<file path="config.mk">
export PLATFORM = sky130hd
export DESIGN_NAME = branchPredictor
export DESIGN_NICKNAME = d
export VERILOG_FILES = /design/src/rtl/branchPredPkg.sv /design/src/rtl/predUpdateIf.sv /design/src/rtl/branchPredictor.sv /design/src/rtl/branchTargetBuffer.sv /design/src/rtl/dirCounterTable.sv /design/src/rtl/fetchCtrl.sv /design/src/rtl/predSnapshotFile.sv /design/src/rtl/updateQueue.sv
export VERILOG_INCLUDE_DIRS = /design/src /design/src/rtl
export SDC_FILE = /design/constraint.sdc
export NUM_CORES = 1
export LEC_CHECK = 0
export ABC_CLOCK_PERIOD_IN_PS = 6000
export BUFFER_PORTS_ARGS = -buffer_cell sky130_fd_sc_hd__buf_2
export CORE_ASPECT_RATIO = 1.4
export CORE_MARGIN = 5
export CORE_UTILIZATION = 45
export CTS_BUF_LIST = sky130_fd_sc_hd__clkbuf_16
export CTS_CLUSTER_SIZE = 30
export DETAILED_ROUTE_END_ITERATION = 16
export PLACE_DENSITY = 0.64
export SYNTH_ARGS = -nofsm -noshare
export SYNTH_HDL_FRONTEND = slang
export SYNTH_HIERARCHICAL = 1
export SYNTH_SLANG_ARGS = --single-unit
export TNS_END_PERCENT = 10
</file>
<file path="constraint.sdc">
create_clock -name clk -period 6 [get_ports clk]
set_clock_uncertainty 0.1 [all_clocks]
set_input_delay 1.2 -clock clk [delete_from_list [all_inputs] [get_ports clk]]
set_output_delay 1.2 -clock clk [all_outputs]
set_load 0.02 [all_outputs]
</file>
<file path="src/rtl/branchPred_params.svh">
`ifndef BRANCHPRED_PARAMS_SVH
`define BRANCHPRED_PARAMS_SVH

// Instruction-word address and fetch block geometry
`define PC_WIDTH        16
`define OFFS_WIDTH      2

// Fetch tracking and global history
`define FETCHID_WIDTH   4
`define HIST_WIDTH      8

// Predictor table sizes
`define BTB_IDX_WIDTH   4
`define DIR_IDX_WIDTH   6
`define UPDQ_DEPTH      4

// First fetch address after reset
`define ENTRY_POINT     16'h0100

`endif

</file>
<file path="src/rtl/branchPredPkg.sv">
`default_nettype none

`include "branchPred_params.svh"

package branchPredPkg;

    // Instruction-word address
    typedef logic [`PC_WIDTH-1:0] pc_t;

    // Word offset inside a fetch block
    typedef logic [`OFFS_WIDTH-1:0] fetchOffs_t;

    // Tag of an in-flight fetch, also the snapshot index
    typedef logic [`FETCHID_WIDTH-1:0] fetchId_t;

    // Global branch history, newest outcome in bit 0
    typedef logic [`HIST_WIDTH-1:0] bhist_t;

    // Gshare counter index
    typedef logic [`DIR_IDX_WIDTH-1:0] dirIdx_t;

    // Target buffer set index
    typedef logic [`BTB_IDX_WIDTH-1:0] btbIdx_t;

    // Two-bit saturating direction counter
    typedef logic [1:0] ctr_t;

    // Fetch controller states
    typedef enum logic [1:0] {
        STATE_CLEAR,
        STATE_PREDICT,
        STATE_RECOVER
    } fetchState_t;

endpackage

`default_nettype wire

</file>
<file path="src/rtl/predUpdateIf.sv">
`default_nettype none

// One training write, shared by the target buffer and the counter table
interface predUpdateIf;
    import branchPredPkg::*;

    logic       valid;
    pc_t        pc;
    bhist_t     history;
    fetchOffs_t offs;
    logic       taken;
    pc_t        target;

    modport source (output valid, pc, history, offs, taken, target);

    modport sink (input valid, pc, history, offs, taken, target);

endinterface

`default_nettype wire

</file>
<file path="src/rtl/branchPredictor.sv">
`default_nettype none

`include "branchPred_params.svh"

module branchPredictor (
    input  logic                       clk,
    input  logic                       rst,
    input  logic                       pcValid,
    input  branchPredPkg::fetchId_t    fetchId,
    input  logic                       misprValid,
    input  branchPredPkg::fetchId_t    misprFetchId,
    input  logic                       misprTaken,
    input  branchPredPkg::pc_t         misprTarget,
    input  logic                       updValid,
    input  branchPredPkg::fetchId_t    updFetchId,
    input  logic                       updTaken,
    input  branchPredPkg::fetchOffs_t  updOffs,
    input  branchPredPkg::pc_t         updTarget,
    output branchPredPkg::pc_t         pc,
    output logic                       stall,
    output logic                       predValid,
    output logic                       predTaken,
    output branchPredPkg::fetchOffs_t  predOffs,
    output branchPredPkg::pc_t         predTarget,
    output logic                       limitValid,
    output branchPredPkg::fetchId_t    limitFetchId
);
    import branchPredPkg::*;

    bhist_t     history;
    logic       clearBusy;
    logic       btbHit;
    fetchOffs_t btbOffs;
    pc_t        btbTarget;
    logic       ctrTaken;
    logic       snapWe;
    fetchId_t   snapRaddr;
    pc_t        snapPc;
    bhist_t     snapHistory;

    // Training path from the queue into both tables
    predUpdateIf updBus ();

    fetchCtrl fetchCtrl_i (
        .clk         (clk),
        .rst         (rst),
        .pcValid     (pcValid),
        .fetchId     (fetchId),
        .misprValid  (misprValid),
        .misprTaken  (misprTaken),
        .misprTarget (misprTarget),
        .clearBusy   (clearBusy),
        .btbHit      (btbHit),
        .btbOffs     (btbOffs),
        .btbTarget   (btbTarget),
        .ctrTaken    (ctrTaken),
        .snapHistory (snapHistory),
        .pc          (pc),
        .history     (history),
        .stall       (stall),
        .predValid   (predValid),
        .predTaken   (predTaken),
        .predOffs    (predOffs),
        .predTarget  (predTarget),
        .snapWe      (snapWe)
    );

    dirCounterTable dirCounterTable_i (
        .clk           (clk),
        .rst           (rst),
        .lookupPc      (pc),
        .lookupHistory (history),
        .upd           (updBus.sink),
        .taken         (ctrTaken),
        .clearBusy     (clearBusy)
    );

    branchTargetBuffer branchTargetBuffer_i (
        .clk      (clk),
        .rst      (rst),
        .lookupPc (pc),
        .upd      (updBus.sink),
        .hit      (btbHit),
        .offs     (btbOffs),
        .target   (btbTarget)
    );

    predSnapshotFile predSnapshotFile_i (
        .clk      (clk),
        .we       (snapWe),
        .waddr    (fetchId),
        .wPc      (pc),
        .wHistory (history),
        .raddr    (snapRaddr),
        .rPc      (snapPc),
        .rHistory (snapHistory)
    );

    updateQueue updateQueue_i (
        .clk          (clk),
        .rst          (rst),
        .updValid     (updValid),
        .updFetchId   (updFetchId),
        .updTaken     (updTaken),
        .updOffs      (updOffs),
        .updTarget    (updTarget),
        .misprValid   (misprValid),
        .misprFetchId (misprFetchId),
        .snapPc       (snapPc),
        .snapHistory  (snapHistory),
        .snapRaddr    (snapRaddr),
        .limitValid   (limitValid),
        .limitFetchId (limitFetchId),
        .upd          (updBus.source)
    );

endmodule

`default_nettype wire

</file>
<file path="src/rtl/branchTargetBuffer.sv">
`default_nettype none

`include "branchPred_params.svh"

module branchTargetBuffer (
    input  logic                       clk,
    input  logic                       rst,
    input  branchPredPkg::pc_t         lookupPc,
    predUpdateIf.sink                  upd,
    output logic                       hit,
    output branchPredPkg::fetchOffs_t  offs,
    output branchPredPkg::pc_t         target
);
    import branchPredPkg::*;

    localparam int TAG_WIDTH = `PC_WIDTH - `OFFS_WIDTH - `BTB_IDX_WIDTH;
    localparam int DEPTH     = 1 << `BTB_IDX_WIDTH;

    logic [DEPTH-1:0]     validBits;
    logic [TAG_WIDTH-1:0] tagMem [DEPTH];
    fetchOffs_t           offsMem [DEPTH];
    pc_t                  targetMem [DEPTH];

    btbIdx_t              lookupIdx;
    btbIdx_t              updIdx;
    logic [TAG_WIDTH-1:0] lookupTag;
    logic [TAG_WIDTH-1:0] updTag;
    fetchOffs_t           lookupOffs;
    logic                 updWe;

    // PC splits into tag, block index and word offset
    assign lookupOffs = lookupPc[`OFFS_WIDTH-1:0];
    assign lookupIdx  = lookupPc[`OFFS_WIDTH +: `BTB_IDX_WIDTH];
    assign lookupTag  = lookupPc[`PC_WIDTH-1 -: TAG_WIDTH];
    assign updIdx     = upd.pc[`OFFS_WIDTH +: `BTB_IDX_WIDTH];
    assign updTag     = upd.pc[`PC_WIDTH-1 -: TAG_WIDTH];

    // Only taken branches allocate
    assign updWe = upd.valid && upd.taken;

    // The branch must sit at or after the word where fetch enters the block
    assign hit    = validBits[lookupIdx]
                    && (tagMem[lookupIdx] == lookupTag)
                    && (offsMem[lookupIdx] >= lookupOffs);
    assign offs   = offsMem[lookupIdx];
    assign target = targetMem[lookupIdx];

    always_ff @(posedge clk) begin
        if (rst) begin
            validBits <= '0;
        end else if (updWe) begin
            validBits[updIdx] <= 1'b1;
        end
    end

    always_ff @(posedge clk) begin
        if (updWe) begin
            tagMem[updIdx]    <= updTag;
            offsMem[updIdx]   <= upd.offs;
            targetMem[updIdx] <= upd.target;
        end
    end

endmodule

`default_nettype wire

</file>
<file path="src/rtl/dirCounterTable.sv">
`default_nettype none

`include "branchPred_params.svh"

module dirCounterTable (
    input  logic                   clk,
    input  logic                   rst,
    input  branchPredPkg::pc_t     lookupPc,
    input  branchPredPkg::bhist_t  lookupHistory,
    predUpdateIf.sink              upd,
    output logic                   taken,
    output logic                   clearBusy
);
    import branchPredPkg::*;

    localparam int DEPTH = 1 << `DIR_IDX_WIDTH;

    ctr_t    ctrMem [DEPTH];
    dirIdx_t lookupIdx;
    dirIdx_t updIdx;
    dirIdx_t sweepIdx;
    ctr_t    updCtr;
    ctr_t    nextCtr;

    // Gshare index, block bits of the PC folded with the history
    assign lookupIdx = lookupPc[`OFFS_WIDTH +: `DIR_IDX_WIDTH]
                       ^ lookupHistory[`DIR_IDX_WIDTH-1:0];
    assign updIdx    = upd.pc[`OFFS_WIDTH +: `DIR_IDX_WIDTH]
                       ^ upd.history[`DIR_IDX_WIDTH-1:0];

    assign taken = ctrMem[lookupIdx][1];

    // Step toward the outcome and hold at the ends
    always_comb begin
        updCtr  = ctrMem[updIdx];
        nextCtr = updCtr;
        if (upd.taken && updCtr != 2'd3) begin
            nextCtr = updCtr + 2'd1;
        end else if (!upd.taken && updCtr != 2'd0) begin
            nextCtr = updCtr - 2'd1;
        end
    end

    // Sweep one entry per cycle after reset
    always_ff @(posedge clk) begin
        if (rst) begin
            sweepIdx  <= '0;
            clearBusy <= 1'b1;
        end else if (clearBusy) begin
            sweepIdx <= sweepIdx + 1'b1;
            if (sweepIdx == '1) begin
                clearBusy <= 1'b0;
            end
        end
    end

    always_ff @(posedge clk) begin
        if (clearBusy) begin
            ctrMem[sweepIdx] <= 2'd1;   // weakly not taken
        end else if (upd.valid) begin
            ctrMem[updIdx] <= nextCtr;
        end
    end

endmodule

`default_nettype wire

</file>
<file path="src/rtl/fetchCtrl.sv">
`default_nettype none

`include "branchPred_params.svh"

module fetchCtrl (
    input  logic                       clk,
    input  logic                       rst,
    input  logic                       pcValid,
    input  branchPredPkg::fetchId_t    fetchId,
    input  logic                       misprValid,
    input  logic                       misprTaken,
    input  branchPredPkg::pc_t         misprTarget,
    input  logic                       clearBusy,
    input  logic                       btbHit,
    input  branchPredPkg::fetchOffs_t  btbOffs,
    input  branchPredPkg::pc_t         btbTarget,
    input  logic                       ctrTaken,
    input  branchPredPkg::bhist_t      snapHistory,
    output branchPredPkg::pc_t         pc,
    output branchPredPkg::bhist_t      history,
    output logic                       stall,
    output logic                       predValid,
    output logic                       predTaken,
    output branchPredPkg::fetchOffs_t  predOffs,
    output branchPredPkg::pc_t         predTarget,
    output logic                       snapWe
);
    import branchPredPkg::*;

    fetchState_t state;
    fetchState_t stateNext;
    logic        accept;
    logic        takeTarget;
    pc_t         nextBlockPc;

    // Fetch is held off only while the counter sweep runs
    assign stall = (state == STATE_CLEAR) && clearBusy;

    // A mispredict squashes the fetch of its own cycle
    assign accept = pcValid && !stall && !misprValid;

    // No prediction in the cycle right after a redirect
    assign predValid  = btbHit && !stall && (state != STATE_RECOVER);
    assign predTaken  = ctrTaken;
    assign predOffs   = btbOffs;
    assign predTarget = btbTarget;
    assign takeTarget = predValid && predTaken;

    assign nextBlockPc = {pc[`PC_WIDTH-1:`OFFS_WIDTH] + 1'b1, {`OFFS_WIDTH{1'b0}}};

    always_comb begin
        if (state == STATE_CLEAR && clearBusy) begin
            stateNext = STATE_CLEAR;
        end else if (misprValid) begin
            stateNext = STATE_RECOVER;
        end else begin
            stateNext = STATE_PREDICT;
        end
    end

    always_ff @(posedge clk) begin
        if (rst) begin
            state   <= STATE_CLEAR;
            pc      <= `ENTRY_POINT;
            history <= '0;
        end else begin
            state <= stateNext;
            if (misprValid) begin
                // Restart from the snapshot history plus the resolved outcome
                pc      <= misprTarget;
                history <= {snapHistory[$bits(bhist_t)-2:0], misprTaken};
            end else if (accept) begin
                pc <= takeTarget ? predTarget : nextBlockPc;
                if (predValid) begin
                    history <= {history[$bits(bhist_t)-2:0], predTaken};
                end
            end
        end
    end

    // Every accepted fetch records its snapshot
    assign snapWe = accept;

endmodule

`default_nettype wire

</file>
<file path="src/rtl/predSnapshotFile.sv">
`default_nettype none

`include "branchPred_params.svh"

module predSnapshotFile (
    input  logic                     clk,
    input  logic                     we,
    input  branchPredPkg::fetchId_t  waddr,
    input  branchPredPkg::pc_t       wPc,
    input  branchPredPkg::bhist_t    wHistory,
    input  branchPredPkg::fetchId_t  raddr,
    output branchPredPkg::pc_t       rPc,
    output branchPredPkg::bhist_t    rHistory
);
    import branchPredPkg::*;

    localparam int DEPTH = 1 << `FETCHID_WIDTH;

    // One entry per fetch ID in flight
    pc_t    pcMem [DEPTH];
    bhist_t histMem [DEPTH];

    always_ff @(posedge clk) begin
        if (we) begin
            pcMem[waddr]   <= wPc;
            histMem[waddr] <= wHistory;
        end
    end

    // Shared read port for recovery and training
    assign rPc      = pcMem[raddr];
    assign rHistory = histMem[raddr];

endmodule

`default_nettype wire

</file>
<file path="src/rtl/updateQueue.sv">
`default_nettype none

`include "branchPred_params.svh"

module updateQueue (
    input  logic                       clk,
    input  logic                       rst,
    input  logic                       updValid,
    input  branchPredPkg::fetchId_t    updFetchId,
    input  logic                       updTaken,
    input  branchPredPkg::fetchOffs_t  updOffs,
    input  branchPredPkg::pc_t         updTarget,
    input  logic                       misprValid,
    input  branchPredPkg::fetchId_t    misprFetchId,
    input  branchPredPkg::pc_t         snapPc,
    input  branchPredPkg::bhist_t      snapHistory,
    output branchPredPkg::fetchId_t    snapRaddr,
    output logic                       limitValid,
    output branchPredPkg::fetchId_t    limitFetchId,
    predUpdateIf.source                upd
);
    import branchPredPkg::*;

    localparam int DEPTH     = `UPDQ_DEPTH;
    localparam int PTR_WIDTH = $clog2(DEPTH);

    fetchId_t   idMem [DEPTH];
    logic       takenMem [DEPTH];
    fetchOffs_t offsMem [DEPTH];
    pc_t        targetMem [DEPTH];

    logic [PTR_WIDTH-1:0] head;
    logic [PTR_WIDTH-1:0] tail;
    logic [PTR_WIDTH:0]   count;
    logic                 headValid;
    logic                 deq;

    assign headValid = (count != '0);

    // Mispredict owns the snapshot read port this cycle
    assign deq       = headValid && !misprValid;
    assign snapRaddr = misprValid ? misprFetchId : idMem[head];

    // Oldest fetch ID whose snapshot is still needed
    assign limitValid   = headValid || updValid;
    assign limitFetchId = headValid ? idMem[head] : updFetchId;

    always_ff @(posedge clk) begin
        if (rst) begin
            head  <= '0;
            tail  <= '0;
            count <= '0;
        end else begin
            if (updValid) begin
                tail <= tail + 1'b1;
            end
            if (deq) begin
                head <= head + 1'b1;
            end
            case ({updValid, deq})
                2'b10:   count <= count + 1'b1;
                2'b01:   count <= count - 1'b1;
                default: count <= count;
            endcase
        end
    end

    always_ff @(posedge clk) begin
        if (updValid) begin
            idMem[tail]     <= updFetchId;
            takenMem[tail]  <= updTaken;
            offsMem[tail]   <= updOffs;
            targetMem[tail] <= updTarget;
        end
    end

    // Training write goes out the clock after the dequeue
    always_ff @(posedge clk) begin
        if (rst) begin
            upd.valid <= 1'b0;
        end else begin
            upd.valid <= deq;
        end
    end

    always_ff @(posedge clk) begin
        if (deq) begin
            upd.pc      <= snapPc;
            upd.history <= snapHistory;
            upd.offs    <= offsMem[head];
            upd.taken   <= takenMem[head];
            upd.target  <= targetMem[head];
        end
    end

endmodule

`default_nettype wire

</file>
==> results.toml, run 1 <==
[sta]
layout_worst_path_cycle_share_pct = 95.13
totalNegativeSetupSlack_ns = 0
hold_viol = 0
grt_setup_unrepaired = "false"
layout_setup_ws_ns = 0.2923
fin_crit_ns = 5.708
finalSetupViolations = 0
timing.final.max_slew_violations = 0
worstMarginPinSlew_ns = 1.144
slew_headroom_pct = 23.77
max_freq_mhz = 175.2

[floorplan]
design.core.area_sq_um = 95230
boundary_pin_count = 95
std_cell_rows = 134
initial_core_util_pct = 45.20
die_area_sq_um = 102000
die_width_microns = 271.4
floorplan.die.height_microns = 375.9

[route]
detailroute.via_count = 21700
via_per_inst = 6.010
firstDrtPassIters = 7
first_iter_violations = 2211
drtAntennaViolNets = 0
totalWireLength_mm = 102.4
detail_route.drc_violations = 0
route.detailed.wl_per_inst_microns = 28.35

[place]
finalWeightedCongestion = 0.8182
preCtsSetupSlack_ns = 0.3848
port-buffer-count = 94
post-dp-hpwl_mm = 60.80
dpl_cell_area_sq_um = 45210

[yosys]
mapped_avg_cell_area_sq_um = 20.01
syn-num-nets = 2216
yosysWarnings = 6
netlist_instances = 2151
syn-cell-area_sq_um = 43040

[critical_path]
setup.worst_path.class = "register to output port"
critical_path.endpoint_type = "output port"
r2r.worst_path.cells = 13
cp_max_fo = 13
crit-reg2reg-capture = "dirCounterTable_i/ctrMem[51][1]$_DFFE_PP_"
cp_data_arrival_time_ns = 4.41
cp.required_ns = 4.70
reg2reg_setup_slack_ns = 1.05
regToRegStartpoint = "updateQueue_i/upd.pc[2]$_DFFE_PP_"
critPathLaunchType = "register"

[cells_and_area]
areaGrowthSynthToFinish_pct = 12.48
design.final.nets = 2367
postLayoutCellArea_sq_um = 48410
final_core_utilization_pct = 50.84
mostFrequentLayoutCells = "1,027 x sky130_fd_sc_hd__edfxtp_1, 256 x sky130_fd_sc_hd__mux4_2, 127 x sky130_fd_sc_hd__nor2_1"
fillCellCount = 7561
drive_gt1_share_pct = 27.34
layout_commonest_cell = "sky130_fd_sc_hd__edfxtp_1"

[clock_network]
clock_tree_from_tritoncts = "built"
cts_inserted_buffers = 101
cts_root_buf = "sky130_fd_sc_hd__clkbuf_16"
cts_buffer_depth = 3
clock_sinks = 1084
ctsHtreeMaxLevel = 3
cts_hold_buffers = 0
worst_skew_pair.late_latency_ns = 0.68
clk_pin_slew_worst_paths_ns = 0.06

[global_routing]
largest_net_degree_at_the_start_of_global_routing = 62
grt_pass1_wl_mm = 150.5
antenna_found_initial = 4
grt_overflow_total = 0
grt_pass1_vias = 22650
globalRouteTotalUtil_pct = 19.91

[min_path]
min_delay_endpoint = "branchTargetBuffer_i/validBits[13]$_SDFFE_PP0P_"
hold_removal_path_class = "register to register"
worst_hold_path.num_cells = 2
startpoint_of_the_worst_hold_path = "branchTargetBuffer_i/validBits[13]$_SDFFE_PP0P_"

[pwr]
cellPowerDensity_nw_per_um2 = 363.7
cellLeakagePower_nw = 15.40
ir_worst_vdd_mv = 0.3355

[job]
drv.max_cap_violation_count = 0

[run_status]
outcome = "finished, final reports clean"
-- worst max path at each step --
stage / from / to / cells past startpoint
after floorplan: fetchCtrl_i/pc[2]$_SDFFE_PP0P_ / predValid / 14
after global placement: fetchCtrl_i/pc[2]$_SDFFE_PP0P_ / predValid / 10
after detailed placement: fetchCtrl_i/pc[2]$_SDFFE_PP0P_ / predValid / 10
after CTS: fetchCtrl_i/pc[2]$_SDFFE_PP0P_ / predValid / 13
after global routing: fetchCtrl_i/pc[2]$_SDFFE_PP0P_ / predValid / 13
final: fetchCtrl_i/pc[2]$_SDFFE_PP0P_ / predValid / 13
-- stage by stage --
stage / cells / hold slack, ns / power, mW
after floorplan: 2151 / 0.3316 / 10.82
after global placement: 3419 / 0.3412 / 11.62
after detailed placement: 3419 / 0.3576 / 11.70
after CTS: 3607 / 0.3723 / 17.73
after global routing: 3609 / 0.3985 / 18.25
final: 3611 / 0.3750 / 17.61
-- final cells by class --
type	instances	area (sq um)	area share, %
clock inverter	82	518.0	1.070
tap	1224	1531	3.163
antenna	2	5.005	0.01034
inverter	20	75.07	0.1551
sequential	1084	31990	66.08
timing repair buffer	168	1082	2.236
clock buffer	104	2603	5.376
multi-input combinational	927	10610	21.91
-- report_power, final --
group	leakage, nW	internal (mW)	switching, mW
clock	1.62	3.28	2.77
sequential	9.80	8.77	0.378
combinational	3.98	0.948	1.46
total	15.4	13.0	4.61
-- metal layers --
layer,up-vias,part of all wire (%),track usage (%)
met2,909,49,33.26
met4,2,2.6,5.809
li1,9119,-,-
met3,177,8.0,4.171
met5,-,0.0039,0
met1,11500,40,26.79
-- registers in the layout, indices dropped and copies added (netlist names), 2 cells and up, named ones only --
| name | cells |
|---|---|
| fetchCtrl_i/pc | 16 |
| predSnapshotFile_i/histMem | 96 |
| branchTargetBuffer_i/tagMem | 160 |
| updateQueue_i/count | 3 |
| updateQueue_i/takenMem | 4 |
| updateQueue_i/head | 2 |
| updateQueue_i/upd.offs | 2 |
| dirCounterTable_i/sweepIdx | 6 |
| updateQueue_i/upd.history | 6 |
| branchTargetBuffer_i/validBits | 16 |
| fetchCtrl_i/history | 6 |
| branchTargetBuffer_i/offsMem | 32 |
| updateQueue_i/tail | 2 |
| updateQueue_i/targetMem | 64 |
| branchTargetBuffer_i/targetMem | 256 |
| fetchCtrl_i/state | 2 |
| predSnapshotFile_i/pcMem | 224 |
| dirCounterTable_i/ctrMem | 128 |
| updateQueue_i/idMem | 16 |
| updateQueue_i/upd.target | 16 |
| updateQueue_i/upd.pc | 14 |
| updateQueue_i/offsMem | 8 |
-- critical path, stage by stage (launching register included) --
cell and delay, ns:
sky130_fd_sc_hd__dfxtp_4 0.49, sky130_fd_sc_hd__mux4_2 0.53, sky130_fd_sc_hd__mux4_2 0.49, sky130_fd_sc_hd__inv_1 0.08, sky130_fd_sc_hd__ha_1 0.11, sky130_fd_sc_hd__nand2b_1 0.11
sky130_fd_sc_hd__a21oi_1 0.10, sky130_fd_sc_hd__nor3_1 0.18, sky130_fd_sc_hd__o22ai_1 0.13, sky130_fd_sc_hd__or4_1 0.57, sky130_fd_sc_hd__nor4_4 0.37, sky130_fd_sc_hd__buf_4 0.18
sky130_fd_sc_hd__and2_2 0.20, sky130_fd_sc_hd__buf_2 0.19
-- what timing repair did --
item | 4_1_cts | 5_1_grt
pin swaps | 0 | 0
cloned | 0 | 0
setup buffers | 2 | 2
setup endpoints to repair | 1 | 1
resized for setup | 2 | 2
Power figures use the tool's default switching activity.
==> run 2: changes to the inputs <==
- SYNTH_HIERARCHICAL: 1 -> unset
==> run 2 against run 1 <==
Final area up 0.97%. Largest cell class unchanged. Non-clock buffer count up 3. Clock power up 7.3%. Sequential share of layout area down 0.47 points. Register-to-register slack worse by 0.04 ns. Critical path type unchanged. Sequential cell count up 4.
==> results.toml, run 2 <==
[run_status]
outcome = "finished, final reports clean"

[cells_and_area]
reg_top3 = "branchTargetBuffer_i.targetMem: 256 flops, predSnapshotFile_i.pcMem: 224 flops, branchTargetBuffer_i.tagMem: 160 flops"
largest_register_ff_count = 256
drive_gt1_share_pct = 26.44
final_core_utilization_pct = 51.33
stdcell_count = 3662
design.final.nets = 2416
layout_commonest_cell = "sky130_fd_sc_hd__edfxtp_1"
mostFrequentLayoutCells = "1,027 x sky130_fd_sc_hd__edfxtp_1, 258 x sky130_fd_sc_hd__mux4_2, 132 x sky130_fd_sc_hd__nor2_1"
areaGrowthSynthToFinish_pct = 13.42
largest_register = "branchTargetBuffer_i.targetMem"

[critical_path]
cp_data_arrival_time_ns = 4.04
cp.required_ns = 4.70
timing.critical_path.slowest_stage_cell = "sky130_fd_sc_hd__buf_4"
critPathBufInv = 2
critical_path.endpoint_type = "output port"
critical_path.max_stage_delay_ns = 0.72
critical_path_s_top_delay_family = "buffers and inverters"
cp_max_fo = 53
setup.worst_path.class = "register to output port"
critical_path.most_common_cell = "sky130_fd_sc_hd__mux4_2"
critPathLaunchType = "register"
critical_path.cell_chain = "buf_4, mux4_2, mux4_2, xnor2_1, nand2_1, nor3_1, and4_1, buf_2"

[clock_network]
quantity_of_gates_resized_following_cts = 0
cts_post_setup_buffers_inserted = 0
ctsHtreeMaxLevel = 3
cts_buffer_depth = 3
clock_tree_from_tritoncts = "built"
clk_pin_slew_worst_paths_ns = 0.06
cts_hold_buffers = 0
cts_inserted_buffers = 101
cts_root_buf = "sky130_fd_sc_hd__clkbuf_16"
worst_skew_pair.late_latency_ns = 0.70
clock_sinks = 1088

[yosys]
synth-edff-count = 1027
synth_cell_type_count = 62
synth_top_cells_by_count = "1,027 x sky130_fd_sc_hd__edfxtp_1, 258 x sky130_fd_sc_hd__mux4_2, 157 x sky130_fd_sc_hd__nor2_1, 98 x sky130_fd_sc_hd__nand2_1, 69 x sky130_fd_sc_hd__mux2i_1"
synthArstFlopShare_pct = 0
syn-cell-area_sq_um = 43100
netlist_instances = 2184
yosysWarnings = 0
synth.ff_latch_count = 1088
synth_flop_cell = "sky130_fd_sc_hd__edfxtp_1"
synthMostInstantiatedCell = "sky130_fd_sc_hd__edfxtp_1"
syn-num-nets = 2249
cell_type_with_the_largest_total_area_after_synthesis = "sky130_fd_sc_hd__edfxtp_1"
seq_area_frac_synth_pct = 74.39
yosys.area.top_type_share_pct = 71.56
synth.top_cells.by_area = "sky130_fd_sc_hd__edfxtp_1 72%, sky130_fd_sc_hd__mux4_2 13%, sky130_fd_sc_hd__dfxtp_1 2.8%"
mapped_avg_cell_area_sq_um = 19.73

[sta]
grt_setup_unrepaired = "false"
max_freq_mhz = 187.2
fin_crit_ns = 5.343
finalSetupViolations = 0
layout_worst_path_cycle_share_pct = 89.05
slew_headroom_pct = 21.57
worstMarginPinSlew_ns = 1.172
timing.final.max_slew_violations = 0
totalNegativeSetupSlack_ns = 0
hold_viol = 0
layout_setup_ws_ns = 0.6568

[place]
post-dp-hpwl_mm = 62.68
finalWeightedCongestion = 0.9029
placed_cells = 3472
preCtsSetupSlack_ns = 1.026
port-buffer-count = 94

[global_routing]
antenna_found_initial = 3
grt_pass1_vias = 22860
grt_pass1_wl_mm = 152.2
largest_net_degree_at_the_start_of_global_routing = 81
globalRouteTotalUtil_pct = 20.10
grt_overflow_total = 0

[route]
route.detailed.wl_per_inst_microns = 28.13
drtAntennaViolNets = 0
first_iter_violations = 2152
detailroute.via_count = 21730
firstDrtPassIters = 7
detail_route.drc_violations = 0
via_per_inst = 5.935
totalWireLength_mm = 103.0

[floorplan]
die_area_sq_um = 102100
std_cell_rows = 134
initial_core_util_pct = 45.26
design.core.area_sq_um = 95230
boundary_pin_count = 95
die_width_microns = 271.6
floorplan.die.height_microns = 376.2

[min_path]
hold_removal_path_class = "register to register"

[pwr]
cellLeakagePower_nw = 15.66
ir_worst_vdd_mv = 0.2195
cellPowerDensity_nw_per_um2 = 370.1

[job]
drv.max_cap_violation_count = 0
[run 2: cell types whose count changed in the layout (fill, tap and decap cells not counted), sizes merged, moves of 9 or more]
cell	before	now
xor2	25	16
a22oi	42	0
nand3	24	35
nor3	28	18
a31oi	3	22
bufinv	3	12
xnor2	17	30
a211oi	10	21
mux2i	40	70
nand2	108	98
a21oi	26	44
and2	9	34
[run 2: metrics by stage]
| step | hold WS [ns] | area, sq um | power [mW] |
|---|---|---|---|
| 5_1_grt | 0.3935 | 48880 | 18.73 |
| 3_3_place_gp | 0.3451 | 45480 | 11.73 |
| 2_1_floorplan | 0.3348 | 43100 | 10.83 |
| 3_5_place_dp | 0.3615 | 45480 | 11.80 |
| 6_report | 0.3731 | 48880 | 18.09 |
| 4_1_cts | 0.3764 | 48880 | 18.27 |
[run 2: worst register-to-register path, stage by stage (launching register included)]
cell and delay (ns):
sky130_fd_sc_hd__edfxtp_1 0.53, sky130_fd_sc_hd__xor2_4 0.78, sky130_fd_sc_hd__buf_4 0.34, sky130_fd_sc_hd__mux4_2 0.31, sky130_fd_sc_hd__mux4_2 0.48, sky130_fd_sc_hd__mux4_2 0.52
sky130_fd_sc_hd__ha_1 0.22, sky130_fd_sc_hd__and2_1 0.17, sky130_fd_sc_hd__nor2_1 0.14, sky130_fd_sc_hd__xnor2_1 0.14, sky130_fd_sc_hd__nand2_1 0.54, sky130_fd_sc_hd__buf_12 0.41
[run 2: power by group]
group	total (mW)	switching [mW]	internal, mW
combinational	2.41	1.41	0.993
sequential	9.20	0.384	8.81
clock	6.49	2.80	3.69
total	18.1	4.60	13.5
[run 2: final timing paths]
kind	from	to	slack, ns	cells after the start
max	register	predValid	0.66	8
min	branchTargetBuffer_i.validBits[8]$_SDFFE_PP0P_	branchTargetBuffer_i.validBits[8]$_SDFFE_PP0P_	0.37	2
max reg2reg	updateQueue_i.upd.pc[3]$_DFFE_PP_	dirCounterTable_i.ctrMem[9][0]$_DFFE_PP_	1.01	11
min reg2reg	branchTargetBuffer_i.validBits[8]$_SDFFE_PP0P_	branchTargetBuffer_i.validBits[8]$_SDFFE_PP0P_	0.37	2
[run 2: layout make-up]
type / instances / area, sq um
Antenna cell: 2 / 5.005
Clock inverter: 84 / 793.3
Clock buffer: 104 / 2603
Tap cell: 1224 / 1531
Sequential cell: 1088 / 32070
Multi-Input combinational cell: 959 / 10650
Fill cell: 7580 / 46350
Inverter: 30 / 112.6
Timing Repair Buffer: 171 / 1111
[run 2: metal layers]
metal,wire length (microns),vias up,global-route usage [%]
met4,2426,2,5.992
met3,6181,141,3.140
met2,54090,728,35.42
met1,40300,11620,26.00
met5,13,-,0
li1,-,9238,-
[run 2: cells by family (layout without fill, tap and decap cells)]
group	Yosys count	count (layout)	synth area share [%]
DFF	1088	1088	74.39
other	0	2	0
xor gates and xnor gates	46	46	0.9523
adders and majority gates	12	12	0.3658
buffers and inverters	137	389	1.472
muxes	356	356	16.37
AOI/OAI and AO/OA	159	159	2.427
and+or+nand+nor	386	386	4.021
